==> config.mk <==
export PLATFORM = sky130hd
export DESIGN_NAME = mlp_top
export DESIGN_NICKNAME = d
export VERILOG_FILES = /design/src/rtl/mlp_pkg.sv /design/src/rtl/mlp_controller.sv /design/src/rtl/mlp_top.sv /design/src/rtl/output_stage.sv /design/src/rtl/sync_fifo.sv /design/src/rtl/systolic_array.sv
export SDC_FILE = /design/constraint.sdc
export NUM_CORES = 2
export LEC_CHECK = 0
export BUFFER_PORTS_ARGS = -buffer_cell sky130_fd_sc_hd__buf_4
export CORE_UTILIZATION = 25
export DETAILED_ROUTE_END_ITERATION = 10
export GPL_ROUTABILITY_DRIVEN = 0
export PLACE_DENSITY = 0.46
export SYNTH_ARGS = -nofsm -noshare
export SYNTH_HDL_FRONTEND = slang
export SYNTH_SLANG_ARGS = --single-unit
==> constraint.sdc <==
create_clock -name clk -period 19.4 [get_ports clk]
set_clock_uncertainty 0.2 [all_clocks]
set_input_delay 0.97 -clock clk [delete_from_list [all_inputs] [get_ports clk]]
set_output_delay 0.97 -clock clk [all_outputs]
set_load 0.02 [all_outputs]
==> src/rtl/mlp_pkg.sv <==
package mlp_pkg;

    // Datapath widths
    localparam int ACT_W   = 8;
    localparam int ACC_W   = 32;
    localparam int NORM_W  = 64;
    localparam int SHIFT_W = 5;

    // Buffer depths
    localparam int ACT_DEPTH    = 16;
    localparam int WEIGHT_DEPTH = 2;

    // Pipeline timing
    localparam int ARRAY_LATENCY = 2;
    localparam int DRAIN_CYCLES  = 3;

    typedef logic signed [ACT_W-1:0] act_t;

    // Low byte is x0 for row 0 and high byte is x1 for row 1
    typedef logic [2*ACT_W-1:0] act_pair_t;

    typedef logic signed [ACC_W-1:0] acc_t;

    typedef enum logic [2:0] {
        IDLE, LOAD_WEIGHT, COMPUTE, DRAIN, FINISH
    } ctrl_state_t;

endpackage

==> src/rtl/mlp_controller.sv <==
`timescale 1ns/1ns

module mlp_controller (
    input  logic clk,
    input  logic reset,
    input  logic start,
    input  logic act_empty,
    output logic weight_pop,
    output logic weight_load,
    output logic act_pop,
    output logic acc_clear,
    output logic finish,
    output logic busy
);

    mlp_pkg::ctrl_state_t state;

    // Shared by the weight load and drain phases
    logic [$clog2(mlp_pkg::WEIGHT_DEPTH + mlp_pkg::DRAIN_CYCLES)-1:0] cnt;

    always_ff @(posedge clk) begin
        if (reset) begin
            state <= mlp_pkg::IDLE;
            cnt   <= '0;
        end else begin
            case (state)
                mlp_pkg::IDLE: begin
                    cnt <= '0;
                    if (start) begin
                        state <= mlp_pkg::LOAD_WEIGHT;
                    end
                end
                // One weight per column per cycle
                mlp_pkg::LOAD_WEIGHT: begin
                    if (int'(cnt) == mlp_pkg::WEIGHT_DEPTH - 1) begin
                        cnt <= '0;
                        if (act_empty) begin
                            state <= mlp_pkg::DRAIN;
                        end else begin
                            state <= mlp_pkg::COMPUTE;
                        end
                    end else begin
                        cnt <= cnt + 1'b1;
                    end
                end
                mlp_pkg::COMPUTE: begin
                    if (act_empty) begin
                        state <= mlp_pkg::DRAIN;
                    end
                end
                // Let the last pairs leave the array and reach the accumulators
                mlp_pkg::DRAIN: begin
                    if (int'(cnt) == mlp_pkg::DRAIN_CYCLES - 1) begin
                        cnt   <= '0;
                        state <= mlp_pkg::FINISH;
                    end else begin
                        cnt <= cnt + 1'b1;
                    end
                end
                mlp_pkg::FINISH: begin
                    state <= mlp_pkg::IDLE;
                end
                default: begin
                    state <= mlp_pkg::IDLE;
                end
            endcase
        end
    end

    assign weight_pop  = (state == mlp_pkg::LOAD_WEIGHT);
    assign weight_load = (state == mlp_pkg::LOAD_WEIGHT);
    assign act_pop     = (state == mlp_pkg::COMPUTE) && !act_empty;
    // Clear pulse in the cycle start is taken
    assign acc_clear   = (state == mlp_pkg::IDLE) && start;
    assign finish      = (state == mlp_pkg::FINISH);
    assign busy        = (state != mlp_pkg::IDLE);

endmodule

==> src/rtl/mlp_top.sv <==
`timescale 1ns/1ns

module mlp_top (
    input  logic                        clk,
    input  logic                        reset,
    input  logic                        wf_push_col0,
    input  logic                        wf_push_col1,
    input  mlp_pkg::act_t               wf_data,
    input  logic                        act_push,
    input  mlp_pkg::act_pair_t          act_data,
    input  logic                        start,
    input  logic signed [15:0]          norm_gain,
    input  mlp_pkg::acc_t               norm_bias,
    input  logic [mlp_pkg::SHIFT_W-1:0] norm_shift,
    input  mlp_pkg::act_t               q_zero_point,
    output logic                        busy,
    output logic                        result_valid,
    output mlp_pkg::act_t               result0,
    output mlp_pkg::act_t               result1
);

    mlp_pkg::act_t      w_col0;
    mlp_pkg::act_t      w_col1;
    mlp_pkg::act_pair_t act_pair;
    mlp_pkg::acc_t      psum0;
    mlp_pkg::acc_t      psum1;
    logic               psum_valid;
    logic               act_empty;
    logic               weight_pop;
    logic               weight_load;
    logic               act_pop;
    logic               acc_clear;
    logic               finish;

    // Column weight buffers, popped together during the load phase
    sync_fifo #(.item_t(mlp_pkg::act_t), .DEPTH(mlp_pkg::WEIGHT_DEPTH)) weight_fifo0 (
        .clk(clk), .reset(reset),
        .push(wf_push_col0), .push_data(wf_data),
        .pop(weight_pop), .pop_data(w_col0), .empty()
    );

    sync_fifo #(.item_t(mlp_pkg::act_t), .DEPTH(mlp_pkg::WEIGHT_DEPTH)) weight_fifo1 (
        .clk(clk), .reset(reset),
        .push(wf_push_col1), .push_data(wf_data),
        .pop(weight_pop), .pop_data(w_col1), .empty()
    );

    sync_fifo #(.item_t(mlp_pkg::act_pair_t), .DEPTH(mlp_pkg::ACT_DEPTH)) act_fifo (
        .clk(clk), .reset(reset),
        .push(act_push), .push_data(act_data),
        .pop(act_pop), .pop_data(act_pair), .empty(act_empty)
    );

    systolic_array u_array (
        .clk(clk), .reset(reset),
        .weight_load(weight_load), .w_col0(w_col0), .w_col1(w_col1),
        .valid_in(act_pop), .act_pair(act_pair),
        .psum0(psum0), .psum1(psum1), .psum_valid(psum_valid)
    );

    output_stage u_output (
        .clk(clk), .reset(reset),
        .acc_clear(acc_clear), .psum0(psum0), .psum1(psum1), .psum_valid(psum_valid),
        .finish(finish), .norm_gain(norm_gain), .norm_bias(norm_bias),
        .norm_shift(norm_shift), .q_zero_point(q_zero_point),
        .result0(result0), .result1(result1), .result_valid(result_valid)
    );

    mlp_controller u_ctrl (
        .clk(clk), .reset(reset),
        .start(start), .act_empty(act_empty),
        .weight_pop(weight_pop), .weight_load(weight_load), .act_pop(act_pop),
        .acc_clear(acc_clear), .finish(finish), .busy(busy)
    );

endmodule

==> src/rtl/output_stage.sv <==
`timescale 1ns/1ns

module output_stage (
    input  logic                       clk,
    input  logic                       reset,
    input  logic                       acc_clear,
    input  mlp_pkg::acc_t              psum0,
    input  mlp_pkg::acc_t              psum1,
    input  logic                       psum_valid,
    input  logic                       finish,
    input  logic signed [15:0]         norm_gain,
    input  mlp_pkg::acc_t              norm_bias,
    input  logic [mlp_pkg::SHIFT_W-1:0] norm_shift,
    input  mlp_pkg::act_t              q_zero_point,
    output mlp_pkg::act_t              result0,
    output mlp_pkg::act_t              result1,
    output logic                       result_valid
);

    mlp_pkg::acc_t acc0;
    mlp_pkg::acc_t acc1;

    // Scale, bias, shift, then offset and clamp to int8
    function automatic mlp_pkg::act_t requantize(input mlp_pkg::acc_t acc);
        logic signed [mlp_pkg::NORM_W-1:0] norm;
        norm = acc * norm_gain;
        norm = norm + norm_bias;
        norm = norm >>> norm_shift;
        norm = norm + q_zero_point;
        if (norm > 127) begin
            return 8'sd127;
        end else if (norm < -128) begin
            return -8'sd128;
        end
        return mlp_pkg::act_t'(norm[mlp_pkg::ACT_W-1:0]);
    endfunction

    always_ff @(posedge clk) begin
        if (reset || acc_clear) begin
            acc0 <= '0;
            acc1 <= '0;
        end else if (psum_valid) begin
            acc0 <= acc0 + psum0;
            acc1 <= acc1 + psum1;
        end
    end

    always_ff @(posedge clk) begin
        if (reset) begin
            result_valid <= 1'b0;
        end else begin
            result_valid <= finish;
        end
    end

    // Results hold until the next finish
    always_ff @(posedge clk) begin
        if (finish) begin
            result0 <= requantize(acc0);
            result1 <= requantize(acc1);
        end
    end

endmodule

==> src/rtl/sync_fifo.sv <==
`timescale 1ns/1ns

module sync_fifo #(
    parameter type item_t = logic [7:0],
    parameter int  DEPTH  = 2
) (
    input  logic  clk,
    input  logic  reset,
    input  logic  push,
    input  item_t push_data,
    input  logic  pop,
    output item_t pop_data,
    output logic  empty
);

    item_t                        mem [DEPTH];
    logic [$clog2(DEPTH)-1:0]     wr_ptr;
    logic [$clog2(DEPTH)-1:0]     rd_ptr;
    logic [$clog2(DEPTH+1)-1:0]   count;
    logic                         full;
    logic                         do_push;
    logic                         do_pop;

    assign empty   = (count == '0);
    assign full    = (int'(count) == DEPTH);
    // Pushes into a full buffer are dropped
    assign do_push = push && !full;
    assign do_pop  = pop && !empty;

    // Show-ahead read of the head entry
    assign pop_data = mem[rd_ptr];

    always_ff @(posedge clk) begin
        if (do_push) begin
            mem[wr_ptr] <= push_data;
        end
    end

    always_ff @(posedge clk) begin
        if (reset) begin
            wr_ptr <= '0;
            rd_ptr <= '0;
            count  <= '0;
        end else begin
            if (do_push) begin
                wr_ptr <= (int'(wr_ptr) == DEPTH - 1) ? '0 : wr_ptr + 1'b1;
            end
            if (do_pop) begin
                rd_ptr <= (int'(rd_ptr) == DEPTH - 1) ? '0 : rd_ptr + 1'b1;
            end
            if (do_push && !do_pop) begin
                count <= count + 1'b1;
            end else if (do_pop && !do_push) begin
                count <= count - 1'b1;
            end
        end
    end

endmodule

==> src/rtl/systolic_array.sv <==
`timescale 1ns/1ns

module systolic_array (
    input  logic               clk,
    input  logic               reset,
    input  logic               weight_load,
    input  mlp_pkg::act_t      w_col0,
    input  mlp_pkg::act_t      w_col1,
    input  logic               valid_in,
    input  mlp_pkg::act_pair_t act_pair,
    output mlp_pkg::acc_t      psum0,
    output mlp_pkg::acc_t      psum1,
    output logic               psum_valid
);

    // Stationary weights, indexed by column
    mlp_pkg::act_t w_row0 [2];
    mlp_pkg::act_t w_row1 [2];

    mlp_pkg::act_t x0;
    mlp_pkg::act_t x1;
    mlp_pkg::act_t x1_skew;
    mlp_pkg::acc_t row0_psum [2];
    mlp_pkg::acc_t row1_psum [2];

    logic [mlp_pkg::ARRAY_LATENCY-1:0] valid_sr;

    assign x0 = mlp_pkg::act_t'(act_pair[mlp_pkg::ACT_W-1:0]);
    assign x1 = mlp_pkg::act_t'(act_pair[2*mlp_pkg::ACT_W-1:mlp_pkg::ACT_W]);

    // Weights enter at row 1 and move up, so the first one pushed ends in row 0
    always_ff @(posedge clk) begin
        if (weight_load) begin
            w_row0[0] <= w_row1[0];
            w_row0[1] <= w_row1[1];
            w_row1[0] <= w_col0;
            w_row1[1] <= w_col1;
        end
    end

    always_ff @(posedge clk) begin
        // Row 0 product, x1 delayed one cycle to meet its row-0 sum
        if (valid_in) begin
            x1_skew <= x1;
            for (int j = 0; j < 2; j++) begin
                row0_psum[j] <= x0 * w_row0[j];
            end
        end
        // Row 1 adds its product onto the sum coming down the column
        if (valid_sr[0]) begin
            for (int j = 0; j < 2; j++) begin
                row1_psum[j] <= row0_psum[j] + x1_skew * w_row1[j];
            end
        end
    end

    always_ff @(posedge clk) begin
        if (reset) begin
            valid_sr <= '0;
        end else begin
            valid_sr <= {valid_sr[mlp_pkg::ARRAY_LATENCY-2:0], valid_in};
        end
    end

    assign psum0      = row1_psum[0];
    assign psum1      = row1_psum[1];
    assign psum_valid = valid_sr[mlp_pkg::ARRAY_LATENCY-1];

endmodule

==> flow_metrics.env <==
export IMPL_regToRegStartpoint="u_output.acc0[31]"
export IMPL_rsz_0062_raised_after_global_routing="false"
export IMPL_tritoncts="yes"
export IMPL_cts_sink_count=540
export IMPL_groute_usage_overall=0.155
export IMPL_grt_pass1_vias=66500
export IMPL_endpoint_kind="register"
export IMPL_i_o_pin_total=109
export IMPL_yosysUniqueCellTypes=112
export IMPL_synthToLayoutAreaGrowth_pct=8.98
export IMPL_layout_cells_most_common="sky130_fd_sc_hd__fa_1"
export IMPL_yosysTopAreaCell="sky130_fd_sc_hd__fa_1"
export IMPL_timing_worst_slew_pin_value_ns=1.20
export IMPL_post_synthesis_area_per_instance_um2=9.82
export IMPL_worst_endpoint_required_ns=19.74
export IMPL_final_max_slew_viol_count=0
export IMPL_cp_slowest_stage_delay_ns=0.98
export IMPL_wl_met2_um=121000
export IMPL_reg2reg_to="u_output.result0[4]"
export IMPL_synth_top_area_frac=0.308
export IMPL_maximum_number_of_pins_on_one_net_before_global_route_repair=76
export IMPL_drt_total_wl_um=256000
export IMPL_hold_path_startpoint="wf_data[4]"
export IMPL_worstSetupStartpoint="u_output.acc0[31]"
export IMPL_detail_route_wirelength_met1_um=115000
export IMPL_maxClockFrequency_ghz=0.0736
export IMPL_global_route_overflow_total=0
export IMPL_cts_made_buffers=61
export IMPL_starting_density_of_the_core=0.252
export IMPL_finalCritPeriodShare=0.700
export IMPL_synth_seq_cells=540
export IMPL_postCtsResizedCells=0
export IMPL_start_kind="register"
export IMPL_slew_limit_headroom=0.203
export IMPL_crit_slowest_cell="sky130_fd_sc_hd__fa_1"
export IMPL_synthCells=8478
export IMPL_htree_levels=2
export IMPL_status="complete, no violations"
export IMPL_synth_seq_area_share=0.183
export IMPL_endpoint="u_output.result0[4]"
export IMPL_clock_tree_root_cell="sky130_fd_sc_hd__clkbuf_16"
export IMPL_post_synthesis_net_count=10400
export IMPL_drc=0
export IMPL_endpoint_arrival_time_on_the_critical_path_ns=13.93
export IMPL_timing_setup_tns_ns=0
export IMPL_worst_r2r_path_depth=35
export IMPL_dpl_hpwl_um=206000
export IMPL_setup_viol=0
export IMPL_worst_hold_path_type="input pin to register"
export IMPL_worstPathMaxFanout=17
export IMPL_yosysWarningCount=0
export IMPL_ff2ff_setup_slack_ns=5.82
export IMPL_antenna_violations_before_repair=14
export IMPL_post_cts_setup_buffer_count=0
export IMPL_vias_per_cell=4.86
export IMPL_setup_worst_path_class="register to register"
export IMPL_route_met3_wl_um=12900
export IMPL_ys_top_cells_by_area="sky130_fd_sc_hd__fa_1 31%, sky130_fd_sc_hd__edfxtp_1 16%, sky130_fd_sc_hd__ha_1 8.3%, sky130_fd_sc_hd__inv_1 4.8%, sky130_fd_sc_hd__nand2_1 4.5%"
export IMPL_vias=61800
export IMPL_detailedRoute_firstIterationViolations=4615
export IMPL_count_of_max_cap_constraint_violations=0
export IMPL_wire_length_of_the_first_global_routing_pass_um=404000
export IMPL_cts_hold_fix_buffers=0
export IMPL_synth_area_mm2=0.0833
export IMPL_routedWlPerCell_um=20.2
export IMPL_detail_route_antenna_nets=0
export IMPL_core_area_mm2=0.331
export IMPL_die_width_um=579
export IMPL_worst_setup_hold_path_clk_slew_ns=0.07
export IMPL_net_count_final=10200
export IMPL_die_height_um=579
export IMPL_number_of_cell_rows=211
export IMPL_dr_pass1_iters=5
export IMPL_synth_top_flop_cell="sky130_fd_sc_hd__edfxtp_1"
export IMPL_timing_critical_path_mode_cell="sky130_fd_sc_hd__fa_1"
export IMPL_mostFrequentLayoutCells="1283 x sky130_fd_sc_hd__fa_1, 1056 x sky130_fd_sc_hd__inv_1, 997 x sky130_fd_sc_hd__nand2_1"
export IMPL_synth_enable_flop_cells=440
export IMPL_hold_viol_final=0
export IMPL_ys_async_sr_fraction=0
export IMPL_clock_path_buffers=3
export IMPL_insertion_delay_ns=0.73
export IMPL_drive_above_1_share=0.0709
export IMPL_place_port_buffers=108
export IMPL_design_die_area_mm2=0.335
export IMPL_dr_max_layer_used="met5"
export IMPL_post_route_min_period_ns=13.58
==> metrics by stage <==
step | setup WS [ns] | instances | util | area, µm² | hold slack (ns)
floorplan | 7.62 | 8478 | - | 83300 | 0.224
global placement | 5.26 | 12600 | 0.268 | 88600 | 0.278
detailed placement | 5.24 | 12600 | 0.268 | 88600 | 0.286
CTS | 5.91 | 12700 | 0.274 | 90700 | 0.182
global route | 5.19 | 12700 | 0.274 | 90700 | 0.211
finish | 5.82 | 12700 | 0.274 | 90700 | 0.250
==> worst max-delay path: cells and delay by family (launching register included) <==
kind,cells,cell delay (ns)
flops,1,0.85
buf+inv,3,0.40
xor+xnor,1,0.45
compound gates,15,4.36
fa+ha+maj,8,4.60
simple gates,8,2.54
==> layer usage <==
| metal | vias to the layer above | GRT usage |
|---|---|---|
| li1 | 28000 | - |
| met3 | 308 | 0.0163 |
| met1 | 31800 | 0.211 |
| met5 | - | 0 |
| met2 | 1677 | 0.260 |
| met4 | 8 | 0.0430 |
==> cells by family (layout without fill, tap and decap cells) <==
kind of cell    count (synthesis)  count (layout)  share of synthesized area
flops                         540             540                      0.183
buf+inv                      1515            1386                     0.0687
simple gates                 2455            2455                      0.142
fa+ha+maj                    1834            1834                      0.391
other cells                     0               4                          0
compound gates               1420            1420                      0.113
mux                           364             364                     0.0650
xor+xnor                      350             350                     0.0368
==> how the worst min path moves through the flow <==
stage | endpoint | slack [ns] | depth (start not counted)
4_1_cts | weight_fifo0.mem[0][4] | 0.18 | 1
2_1_floorplan | u_array.w_row0[0][14] | 0.22 | 0
5_1_grt | weight_fifo0.mem[1][4] | 0.21 | 1
6_report | weight_fifo0.mem[0][4] | 0.25 | 1
3_5_place_dp | u_output.acc0[18] | 0.29 | 2
3_3_place_gp | weight_fifo0.count[1] | 0.28 | 2
==> sequential cells by signal (all words and copies together) (netlist names), 32 cells and up, named ones only <==
register	cells
u_output.acc1	32
u_array.row0_psum	32
u_output.acc0	32
u_array.row1_psum	64
act_fifo.mem	256
==> layout make-up <==
cell class              count  area [µm²]
well taps                4366        5460
clock inverters            39         477
diodes                      4        10.0
repair buffers            209        1570
inverters                1062        3990
fillers                 34800      240000
clock buffers              76        1620
multi-input cells        6423       62400
flip-flops and latches    540       15200
==> synthesized netlist by cell type (all sizes together) (100+ instances only) <==
cell type / instances
mux4: 135
nor2: 375
a21o: 174
o21ai: 253
nand2: 997
edfxtp: 440
and2: 496
inv: 1062
xnor2: 250
ha: 551
nand3: 105
xor2: 100
mux2i: 165
a21oi: 410
fa: 1283
clkbuf: 398
nand2b: 125
dfxtp: 100
Power is not shown: default switching activity piles up to over one toggle a cycle in this logic, so the estimate is an artifact.
